--- src/logic/llc_tag_pkg.sv ---
// ~~~~~~~~~~~~~~~~~~~~~~~~~~~~~~
// llc tag store package
// cache geometry, tag entry layout and
// the march x state encoding
// ~~~~~~~~~~~~~~~~~~~~~~~~~~~~~~
package llc_tag_pkg;

  // number of ways in the set-associative store
  localparam int unsigned NumWays = 4;
  // set index width and resulting set count
  localparam int unsigned IndexLength = 5;
  localparam int unsigned NumSets = 2 ** IndexLength;
  // width of the stored tag field
  localparam int unsigned TagLength = 10;

  // one bit per way, bit position is the way number
  typedef logic [NumWays-1:0] way_ind_t;

  // set index (macro address)
  typedef logic [IndexLength-1:0] index_t;

  // one tag entry as held in a way
  typedef struct packed {
    // entry valid
    logic val;
    // line dirty
    logic dit;
    // stored tag
    logic [TagLength-1:0] tag;
  } tag_t;

  // march x steps, in execution order
  typedef enum logic [3:0] {
    WZEROUP,
    RZEROUP,
    WONEUP,
    RONEDOWN,
    WZERODOWN,
    RZERODOWN,
    BISTEND
  } bist_e;

endpackage

--- src/logic/llc_index_counter.sv ---
// ~~~~~~~~~~~~~~~~~~~~~~~~~~~~~~
// set index counter
// up/down by one, with clear and load,
// flags the wrap one cycle later
// ~~~~~~~~~~~~~~~~~~~~~~~~~~~~~~
module llc_index_counter import llc_tag_pkg::*; (
  input  logic   clk_i,
  input  logic   rst_n_i,
  input  logic   clear_i,
  input  logic   en_i,
  input  logic   load_i,
  input  logic   down_i,
  input  index_t d_i,
  output index_t q_o,
  output logic   overflow_o
);

  index_t cnt_q;
  logic   ovf_q;

  always_ff @(posedge clk_i) begin
    if (!rst_n_i) begin
      cnt_q <= '0;
      ovf_q <= 1'b0;
    end else if (clear_i) begin
      // clear wins over everything else
      cnt_q <= '0;
      ovf_q <= 1'b0;
    end else if (load_i) begin
      cnt_q <= d_i;
      ovf_q <= 1'b0;
    end else if (en_i) begin
      if (down_i) begin
        cnt_q <= cnt_q - index_t'(1);
        // leaving zero downwards wraps to the top
        ovf_q <= (cnt_q == '0);
      end else begin
        cnt_q <= cnt_q + index_t'(1);
        // leaving the top wraps to zero
        ovf_q <= (cnt_q == '1);
      end
    end else begin
      // flag lasts a single cycle
      ovf_q <= 1'b0;
    end
  end

  assign q_o        = cnt_q;
  assign overflow_o = ovf_q;

  // the controller never asks for both at once
  a_no_clear_and_load: assert property (@(posedge clk_i) disable iff (!rst_n_i)
    !(clear_i && load_i));

endmodule

--- src/logic/llc_tag_bist_ctrl.sv ---
// ~~~~~~~~~~~~~~~~~~~~~~~~~~~~~~
// tag memory self test controller
// runs march x over all sets of all ways,
// leaves every entry at zero and
// collects the per-way pass flags
// ~~~~~~~~~~~~~~~~~~~~~~~~~~~~~~
module llc_tag_bist_ctrl import llc_tag_pkg::*; (
  input  logic     clk_i,
  input  logic     rst_n_i,
  // start strobe and idle level
  input  logic     valid_i,
  output logic     ready_o,
  output logic     busy_o,
  // index counter
  input  index_t   index_i,
  input  logic     overflow_i,
  output logic     clear_cnt_o,
  output logic     en_cnt_o,
  output logic     load_cnt_o,
  output logic     down_cnt_o,
  output index_t   cnt_val_o,
  // tag memory access
  output logic     req_o,
  output logic     we_o,
  output tag_t     pattern_o,
  // checker flags and aggregated result
  input  way_ind_t bist_res_i,
  input  logic     bist_res_valid_i,
  output way_ind_t bist_res_o,
  output logic     eoc_o
);

  logic     busy_q, busy_d;
  bist_e    bist_q, bist_d;
  way_ind_t res_q, res_d;
  // set in the phases that read back
  logic     read_phase;
  // set in the phases that count down
  logic     down_phase;

  assign read_phase = (bist_q == RZEROUP) || (bist_q == RONEDOWN) || (bist_q == RZERODOWN);
  assign down_phase = (bist_q == RONEDOWN) || (bist_q == WZERODOWN) || (bist_q == RZERODOWN);

  always_comb begin
    busy_d      = busy_q;
    bist_d      = bist_q;
    res_d       = res_q;
    ready_o     = 1'b0;
    req_o       = 1'b0;
    we_o        = 1'b0;
    eoc_o       = 1'b0;
    clear_cnt_o = 1'b0;
    en_cnt_o    = 1'b0;
    load_cnt_o  = 1'b0;
    down_cnt_o  = 1'b0;
    cnt_val_o   = '0;
    pattern_o   = '0;

    if (busy_q) begin
      // overflow cycle is idle, only prepare the next pass
      if (overflow_i) begin
        case (bist_q)
          WZEROUP:   clear_cnt_o = 1'b1;
          RZEROUP:   clear_cnt_o = 1'b1;
          RZERODOWN: clear_cnt_o = 1'b1;
          default: begin
            // next pass counts down from the top set
            load_cnt_o = 1'b1;
            cnt_val_o  = '1;
          end
        endcase
        bist_d = (bist_q == RZERODOWN) ? BISTEND : bist_e'(bist_q + 4'd1);
      end else if (bist_q == BISTEND) begin
        eoc_o  = 1'b1;
        busy_d = 1'b0;
        bist_d = WZEROUP;
      end else begin
        req_o      = 1'b1;
        en_cnt_o   = 1'b1;
        down_cnt_o = down_phase;
        we_o       = !read_phase;
        // ones for the write-up and the following read-down pass
        if ((bist_q == WONEUP) || (bist_q == RONEDOWN)) begin
          pattern_o = '1;
        end
      end
      // a zero flag from any way sticks in the result
      if (read_phase && bist_res_valid_i) begin
        res_d = res_q & bist_res_i;
      end
    end else begin
      ready_o = 1'b1;
      if (valid_i) begin
        busy_d      = 1'b1;
        bist_d      = WZEROUP;
        clear_cnt_o = 1'b1;
        // fresh result for this run
        res_d       = '1;
      end
    end
  end

  always_ff @(posedge clk_i) begin
    if (!rst_n_i) begin
      busy_q <= 1'b0;
      bist_q <= WZEROUP;
      res_q  <= '1;
    end else begin
      busy_q <= busy_d;
      bist_q <= bist_d;
      res_q  <= res_d;
    end
  end

  assign busy_o     = busy_q;
  assign bist_res_o = res_q;

  // end pulse only in the final state and with the counter back on set zero
  a_eoc_in_end: assert property (@(posedge clk_i) disable iff (!rst_n_i)
    eoc_o |-> (bist_q == BISTEND) && (index_i == '0));

  // after a wrap the counter sits on the first set of the direction just used
  a_wrap_index: assert property (@(posedge clk_i) disable iff (!rst_n_i)
    (busy_q && overflow_i) |-> (index_i == (down_phase ? index_t'('1) : index_t'('0))));

endmodule

--- src/logic/llc_tag_sram.sv ---
// ~~~~~~~~~~~~~~~~~~~~~~~~~~~~~~
// single-port memory of one way
// one entry per set, read data
// registered one cycle after request
// ~~~~~~~~~~~~~~~~~~~~~~~~~~~~~~
module llc_tag_sram import llc_tag_pkg::*; #(
  // stored payload
  parameter type data_t = logic
) (
  input  logic   clk_i,
  input  logic   req_i,
  input  logic   we_i,
  input  index_t index_i,
  input  data_t  wdata_i,
  output data_t  rdata_o
);

  data_t mem [NumSets];
  data_t rdata_q;

  always_ff @(posedge clk_i) begin
    if (req_i) begin
      if (we_i) begin
        mem[index_i] <= wdata_i;
      end else begin
        // read port only updates on a read
        rdata_q <= mem[index_i];
      end
    end
  end

  assign rdata_o = rdata_q;

endmodule

--- src/logic/llc_tag_port_mux.sv ---
// ~~~~~~~~~~~~~~~~~~~~~~~~~~~~~~
// tag memory port mux
// self test owns all ways while busy,
// otherwise functional writes and lookups
// ~~~~~~~~~~~~~~~~~~~~~~~~~~~~~~
module llc_tag_port_mux import llc_tag_pkg::*; (
  input  logic     clk_i,
  input  logic     rst_n_i,
  input  logic     busy_i,
  // self test side
  input  logic     bist_req_i,
  input  logic     bist_we_i,
  input  index_t   bist_index_i,
  input  tag_t     bist_pattern_i,
  // functional write
  input  logic     wr_req_i,
  input  way_ind_t wr_way_i,
  input  index_t   wr_index_i,
  input  tag_t     wr_tag_i,
  // functional lookup
  input  logic     lk_req_i,
  input  index_t   lk_index_i,
  // per-way memory ports
  output way_ind_t way_req_o,
  output way_ind_t way_we_o,
  output index_t   way_index_o [NumWays],
  output tag_t     way_wdata_o [NumWays],
  output logic     lk_issued_o,
  output logic     func_ready_o
);

  logic lk_issued_q;

  always_comb begin
    for (int unsigned w = 0; w < NumWays; w++) begin
      if (busy_i) begin
        // all ways step through the test together
        way_req_o[w]   = bist_req_i;
        way_we_o[w]    = bist_we_i;
        way_index_o[w] = bist_index_i;
        way_wdata_o[w] = bist_pattern_i;
      end else if (wr_req_i && wr_way_i[w]) begin
        // write goes only to the selected way
        way_req_o[w]   = 1'b1;
        way_we_o[w]    = 1'b1;
        way_index_o[w] = wr_index_i;
        way_wdata_o[w] = wr_tag_i;
      end else begin
        // lookup reads every remaining way
        way_req_o[w]   = lk_req_i;
        way_we_o[w]    = 1'b0;
        way_index_o[w] = lk_index_i;
        way_wdata_o[w] = wr_tag_i;
      end
    end
  end

  // read data of an accepted lookup shows up next cycle
  always_ff @(posedge clk_i) begin
    if (!rst_n_i) begin
      lk_issued_q <= 1'b0;
    end else begin
      lk_issued_q <= lk_req_i && !busy_i;
    end
  end

  assign lk_issued_o  = lk_issued_q;
  assign func_ready_o = !busy_i;

  // a write targets at most one way
  a_wr_way_onehot: assert property (@(posedge clk_i) disable iff (!rst_n_i)
    wr_req_i |-> $onehot0(wr_way_i));

endmodule

--- src/logic/llc_tag_read_check.sv ---
// ~~~~~~~~~~~~~~~~~~~~~~~~~~~~~~
// self test readback checker
// compares each way's read data with
// the pattern expected one cycle earlier
// ~~~~~~~~~~~~~~~~~~~~~~~~~~~~~~
module llc_tag_read_check import llc_tag_pkg::*; (
  input  logic     clk_i,
  input  logic     rst_n_i,
  input  logic     rd_i,
  input  tag_t     expect_i,
  input  tag_t     way_rdata_i [NumWays],
  output way_ind_t res_o,
  output logic     res_valid_o
);

  logic rd_q;
  tag_t expect_q;

  // line up strobe and pattern with the memory read latency
  always_ff @(posedge clk_i) begin
    if (!rst_n_i) begin
      rd_q <= 1'b0;
    end else begin
      rd_q <= rd_i;
    end
  end

  always_ff @(posedge clk_i) begin
    expect_q <= expect_i;
  end

  always_comb begin
    for (int unsigned w = 0; w < NumWays; w++) begin
      // set when the way returned exactly the pattern
      res_o[w] = (way_rdata_i[w] == expect_q);
    end
  end

  assign res_valid_o = rd_q;

endmodule

--- src/logic/llc_tag_lookup.sv ---
// ~~~~~~~~~~~~~~~~~~~~~~~~~~~~~~
// tag lookup stage
// matches the lookup tag against all
// ways and registers hits and dirty flag
// ~~~~~~~~~~~~~~~~~~~~~~~~~~~~~~
module llc_tag_lookup import llc_tag_pkg::*; (
  input  logic                 clk_i,
  input  logic                 rst_n_i,
  input  logic                 issued_i,
  input  logic [TagLength-1:0] tag_i,
  input  tag_t                 way_rdata_i [NumWays],
  output logic                 valid_o,
  output way_ind_t             hit_o,
  output logic                 dirty_o
);

  logic [TagLength-1:0] tag_q;
  way_ind_t             hit_d, hit_q;
  logic                 dirty_d, dirty_q;
  logic                 valid_q;

  // tag waits for the memory read
  always_ff @(posedge clk_i) begin
    tag_q <= tag_i;
  end

  always_comb begin
    dirty_d = 1'b0;
    for (int unsigned w = 0; w < NumWays; w++) begin
      // invalid entries never hit
      hit_d[w] = way_rdata_i[w].val && (way_rdata_i[w].tag == tag_q);
      dirty_d  = dirty_d | (hit_d[w] & way_rdata_i[w].dit);
    end
  end

  always_ff @(posedge clk_i) begin
    if (!rst_n_i) begin
      valid_q <= 1'b0;
    end else begin
      valid_q <= issued_i;
    end
  end

  // result registers only load for a real lookup
  always_ff @(posedge clk_i) begin
    if (issued_i) begin
      hit_q   <= hit_d;
      dirty_q <= dirty_d;
    end
  end

  assign valid_o = valid_q;
  assign hit_o   = hit_q;
  assign dirty_o = dirty_q;

  // a tag lives in at most one way of a set
  a_hit_onehot: assert property (@(posedge clk_i) disable iff (!rst_n_i)
    valid_o |-> $onehot0(hit_o));

endmodule

--- src/logic/llc_tag_store.sv ---
// ~~~~~~~~~~~~~~~~~~~~~~~~~~~~~~
// llc tag store top
// self test controller, index counter,
// way memories, port mux, checker, lookup
// ~~~~~~~~~~~~~~~~~~~~~~~~~~~~~~
module llc_tag_store import llc_tag_pkg::*; (
  input  logic                 clk_i,
  input  logic                 rst_n_i,
  // self test
  input  logic                 bist_valid_i,
  output logic                 bist_ready_o,
  output way_ind_t             bist_res_o,
  output logic                 bist_eoc_o,
  // functional write
  input  logic                 wr_req_i,
  input  way_ind_t             wr_way_i,
  input  index_t               wr_index_i,
  input  tag_t                 wr_tag_i,
  // functional lookup
  input  logic                 lk_req_i,
  input  index_t               lk_index_i,
  input  logic [TagLength-1:0] lk_tag_i,
  output logic                 lk_valid_o,
  output way_ind_t             lk_hit_o,
  output logic                 lk_dirty_o,
  output logic                 func_ready_o
);

  // controller to counter
  logic     clear_cnt, en_cnt, load_cnt, down_cnt, overflow;
  index_t   load_val, index;
  // controller to mux and checker
  logic     bist_req, bist_we, busy, bist_rd;
  tag_t     bist_pattern;
  way_ind_t bist_res;
  logic     bist_res_valid;
  // mux to memories
  way_ind_t way_req, way_we;
  index_t   way_index [NumWays];
  tag_t     way_wdata [NumWays];
  tag_t     way_rdata [NumWays];
  logic     lk_issued;

  // only read passes are checked
  assign bist_rd = bist_req & ~bist_we;

  llc_tag_bist_ctrl u_bist_ctrl (
    .clk_i            (clk_i),
    .rst_n_i          (rst_n_i),
    .valid_i          (bist_valid_i),
    .ready_o          (bist_ready_o),
    .busy_o           (busy),
    .index_i          (index),
    .overflow_i       (overflow),
    .clear_cnt_o      (clear_cnt),
    .en_cnt_o         (en_cnt),
    .load_cnt_o       (load_cnt),
    .down_cnt_o       (down_cnt),
    .cnt_val_o        (load_val),
    .req_o            (bist_req),
    .we_o             (bist_we),
    .pattern_o        (bist_pattern),
    .bist_res_i       (bist_res),
    .bist_res_valid_i (bist_res_valid),
    .bist_res_o       (bist_res_o),
    .eoc_o            (bist_eoc_o)
  );

  llc_index_counter u_index_cnt (
    .clk_i      (clk_i),
    .rst_n_i    (rst_n_i),
    .clear_i    (clear_cnt),
    .en_i       (en_cnt),
    .load_i     (load_cnt),
    .down_i     (down_cnt),
    .d_i        (load_val),
    .q_o        (index),
    .overflow_o (overflow)
  );

  llc_tag_port_mux u_port_mux (
    .clk_i          (clk_i),
    .rst_n_i        (rst_n_i),
    .busy_i         (busy),
    .bist_req_i     (bist_req),
    .bist_we_i      (bist_we),
    .bist_index_i   (index),
    .bist_pattern_i (bist_pattern),
    .wr_req_i       (wr_req_i),
    .wr_way_i       (wr_way_i),
    .wr_index_i     (wr_index_i),
    .wr_tag_i       (wr_tag_i),
    .lk_req_i       (lk_req_i),
    .lk_index_i     (lk_index_i),
    .way_req_o      (way_req),
    .way_we_o       (way_we),
    .way_index_o    (way_index),
    .way_wdata_o    (way_wdata),
    .lk_issued_o    (lk_issued),
    .func_ready_o   (func_ready_o)
  );

  // one memory per way
  for (genvar w = 0; w < NumWays; w++) begin : g_way
    llc_tag_sram #(
      .data_t (tag_t)
    ) u_sram (
      .clk_i   (clk_i),
      .req_i   (way_req[w]),
      .we_i    (way_we[w]),
      .index_i (way_index[w]),
      .wdata_i (way_wdata[w]),
      .rdata_o (way_rdata[w])
    );
  end

  llc_tag_read_check u_read_check (
    .clk_i       (clk_i),
    .rst_n_i     (rst_n_i),
    .rd_i        (bist_rd),
    .expect_i    (bist_pattern),
    .way_rdata_i (way_rdata),
    .res_o       (bist_res),
    .res_valid_o (bist_res_valid)
  );

  llc_tag_lookup u_lookup (
    .clk_i       (clk_i),
    .rst_n_i     (rst_n_i),
    .issued_i    (lk_issued),
    .tag_i       (lk_tag_i),
    .way_rdata_i (way_rdata),
    .valid_o     (lk_valid_o),
    .hit_o       (lk_hit_o),
    .dirty_o     (lk_dirty_o)
  );

endmodule

--- config.mk ---
export PLATFORM = sky130hd
export DESIGN_NAME = llc_tag_store
export DESIGN_NICKNAME = d
export VERILOG_FILES = /design/src/logic/llc_tag_pkg.sv /design/src/logic/llc_index_counter.sv /design/src/logic/llc_tag_bist_ctrl.sv /design/src/logic/llc_tag_sram.sv /design/src/logic/llc_tag_port_mux.sv /design/src/logic/llc_tag_read_check.sv /design/src/logic/llc_tag_lookup.sv /design/src/logic/llc_tag_store.sv
export SDC_FILE = /design/constraint.sdc
export NUM_CORES = 2
export LEC_CHECK = 0
export BUFFER_PORTS_ARGS = -buffer_cell sky130_fd_sc_hd__buf_2
export CORE_MARGIN = 2
export CORE_UTILIZATION = 30
export DETAILED_ROUTE_END_ITERATION = 7
export GPL_TIMING_DRIVEN = 0
export SYNTH_ARGS = -nofsm -noshare
export SYNTH_HDL_FRONTEND = slang
export SYNTH_HIERARCHICAL = 1
export SYNTH_SLANG_ARGS = --single-unit
--- constraint.sdc ---
create_clock -name clk_i -period 6.26 [get_ports clk_i]
set_input_delay 1.252 -clock clk_i [delete_from_list [all_inputs] [get_ports clk_i]]
set_output_delay 1.252 -clock clk_i [all_outputs]
set_load 0.01 [all_outputs]
==> results.ini <==
[die]
die_h_um=469
start_util=0.302
die_w_um=469
core_area_sq_mm=0.215
die_area_sq_mm=0.220
num_rows=170
top_level_ports=54

[sta]
tns_ps=0
slew_headroom=0.0647
worstMarginPinSlew_ps=1390
drv_slew=0
final-setup-viol-count=0
fin_crit_ps=4700
final-hold-violation-count=0
rsz0062_at_grt=false
clock_skew_ps=32.5
clock.fmax_mhz=213
period_share=0.751
final.setup.worst_slack_ps=1560

[power_and_ir_drop]
irDropWorstVdd_mv=0.275
p_sw_frac=0.235
p_switching_mw=5.61
p_clk_frac=0.397
leakagePower_nw=25.0
power_frac_seq=0.514
powerDensity_mw_per_mm2=322
p_int_mw=18.3
combPwrFrac=0.089

[clock_network]
cts-root-buf=clkbuf_16
ctsLongestPathBuffers=3
path_clk_slew_ps=60
clock_sinks=1629
clk_latency_ps=800
ctsHoldBuffers=0
numCtsBuffers=161
post-cts-setup-buffers=0
cts_tree=yes
postCtsResizedCells=0
htree_levels=4

[setup_path]
reg2reg_to=g_way[1].u_sram/mem[31][2]
crit_path_end_kind=register
r2r_setup_slack_ps=1700
critical-path-slowest-cell=a211oi_1
cp_num_buf_inv=3
slowest_delay_ps=1150
r2r-start=u_bist_ctrl/busy_o
cp_data_required_time_ps=6750
cp_top_family=simple AND/OR/NAND/NOR gates
crit_top_cell=buf_2
r2r_cells=8
path_class=in -> reg
path_cells=buf_2 > and2_1 > a211oi_1 > buf_2 > nand4bb_1 > buf_1 > o22ai_1 > nor4_1 > nand2_1
critPathMaxFanout=10
startpoint=wr_way_i[3]
arrival_ps=5190
setup.worst_path.start_class=primary input

[placement]
routabilityCongestion=0.920
dp_hpwl_um=112000
pre_cts_ws_ps=669
io_buffers=52

[global_route]
grt_use_total=0.147
grt_max_degree=36
antenna_found_initial=13
grt_pass1_vias=34100
grt_pass1_wl_um=237000
gr-total-overflow=0

[detailed_routing]
antenna_left=0
drt-total-wl_um=164000
dr_wl_met2_um=77800
dr_wl_met3_um=8930
met1Wirelength_um=68400
vias_per_cell=4.96
post-route-drc-count=0
top_layer_used=met4
drt_pass1_iterations=5
drt-initial-drc-count=3176
post_drt_wl_per_cell_um=23.6
vias=34600

[outcome]
status=complete, no violations

[min_path]
holdPathStages=1
min_to=u_lookup/tag_q[7]
hp-class=in -> reg
hold_start=lk_tag_i[7]

[synthesis]
async_flop_share=0
synth_edf_count=1589
ys_warn_count=6
synth.cell_area_sq_mm=0.0649
synthCells=3758
syn_avg_cell_area_sq_um=17.3
yosysUniqueCellTypes=67
syn_nets=3807
ys_seq_area_frac=0.748
ys_seq_elements=1629
synthFlopType=edfxtp_1

[layout]
fin_util=0.345
nets=4040
layout-drive-gt1-share=0.145
nFillCells=20300
syn_to_final_growth_pct=14.4

[flow_run]
drv_cap=0

[metrics by stage]
step | instances | hold WS (ps) | area (sq um) | power, mW
after global routing | 6966 | 512 | 74200 | 24.6
after floorplan | 3758 | 478 | 64900 | 13.8
after detailed placement | 6664 | 553 | 69000 | 14.6
after global placement | 6648 | 524 | 68700 | 14.6
final | 6966 | 558 | 74200 | 23.9
after CTS | 6956 | 496 | 74200 | 24.1
[cell usage in the layout, fill, tap and decap left out, types with 33 or more instances in the layout]
master	n
edfxtp_1	1589
mux2i_1	771
o22ai_1	385
buf_2	211
clkbuf_16	161
nor2_1	124
nor4_1	99
nand2_1	78
buf_4	61
xnor2_1	57
clkbuf_1	53
a211oi_1	42
dfxtp_1	40
clkinv_1	33
[power groups by stage]
stage | Sequential [mW] | Combinational (mW) | Clock [mW]
after floorplan | 12.5 | 1.33 | 0
after global placement | 12.5 | 2.08 | 0
after detailed placement | 12.5 | 2.11 | 0
after CTS | 12.3 | 2.12 | 9.69
after global routing | 12.3 | 2.24 | 10.1
final | 12.3 | 2.13 | 9.48
[worst register-to-register path, stage by stage, from the launching register on]
cell and delay, ps:
dfxtp_1 360, buf_6 140, buf_4 170, a211oi_1 60, a211oi_1 1010, buf_2 400
buf_1 580, nand3_1 390, nor2_1 1030
[cell families (layout without fill, tap and decap cells)]
logic type | after synthesis | in the layout | synth area share
muxes | 784 | 784 | 0.122
xor gates and xnor gates | 91 | 91 | 0.0125
adders and majority gates | 8 | 8 | 0.00166
buffers and inverters | 276 | 638 | 0.0241
DFF | 1629 | 1629 | 0.748
AOI/OAI and AO/OA | 464 | 464 | 0.0456
other | 0 | 8 | 0
and+or+nand+nor | 506 | 506 | 0.0468
[registers in the layout, indices dropped and copies added, names as in the netlist]
register / flops
u_bist_ctrl/bist_res_o: 4
u_index_cnt/overflow_o: 1
g_way.u_sram/mem: 1536
u_bist_ctrl/bist_q: 4
u_lookup/dirty_o: 1
u_index_cnt/q_o: 5
u_read_check/expect_q: 12
u_lookup/hit_o: 4
u_lookup/tag_q: 10
u_port_mux/lk_issued_o: 1
u_read_check/res_valid_o: 1
u_lookup/valid_o: 1
u_bist_ctrl/busy_o: 1
g_way.u_sram/rdata_o: 48
[how the worst max path moves through the flow]
stage                                             to  cells past startpoint  slack (ps)
after floorplan           g_way[1].u_sram/mem[26][0]                      8        2280
after global placement    g_way[3].u_sram/mem[27][6]                      8         390
after detailed placement  g_way[3].u_sram/mem[10][3]                      8         670
after CTS                 g_way[3].u_sram/mem[10][2]                      8        1530
after global routing      g_way[1].u_sram/mem[31][2]                      7        1550
final                     g_way[3].u_sram/rdata_o[5]                      9        1560
[metal layers]
layer | global-route usage | vias up
met5 | 0 | -
met4 | 0.0831 | 0
met3 | 0.0235 | 286
met2 | 0.234 | 1095
met1 | 0.192 | 17700
li1 | - | 15500
[cells in the mapped netlist, types with 4 or more instances]
master,count,area share
nor2b_1,4,0.00039
nor3_2,4,0.00062
nand2b_1,4,0.00039
or4_1,5,0.00058
mux2_2,7,0.0012
xnor2_1,57,0.0077
nand4_1,26,0.0025
o21ai_1,5,0.00039
and3_1,5,0.00048
nand4b_1,20,0.0027
nor2_1,127,0.0073
and2_1,8,0.00077
or4b_1,8,0.0012
nand2_1,78,0.0045
or3b_1,9,0.0012
xor2_1,32,0.0043
nand3b_1,9,0.0010
ha_1,7,0.0013
o21ai_0,7,0.00054
mux2i_1,771,0.12
a211oi_1,45,0.0052
buf_2,159,0.012
nor4_1,100,0.0096
or3_1,9,0.00087
buf_1,16,0.00093
dfxtp_1,40,0.012
nor2_2,6,0.00058
buf_6,15,0.0026
inv_1,11,0.00064
a21oi_1,10,0.00077
mux2_4,6,0.0014
nor2b_4,6,0.0013
nand4bb_1,24,0.0042
buf_4,58,0.0067
nand3_1,8,0.00062
o22ai_1,385,0.037
edfxtp_1,1589,0.74
or4b_4,8,0.0017
nor3_1,21,0.0016
clkbuf_1,16,0.00093
[area by class of cell]
type	instances	area (sq um)	share of cell area
sequential	1629	48500	0.654
multi-input combinational	1853	14900	0.201
clock buffer	204	4250	0.0573
tap	2838	3550	0.0478
buffer	265	1530	0.0206
clock inverter	88	952	0.0128
timing repair buffer	70	448	0.00604
inverter	11	41.3	0.000556
antenna	8	20.0	0.000270
Note: power is estimated with default switching activity, not from simulation.
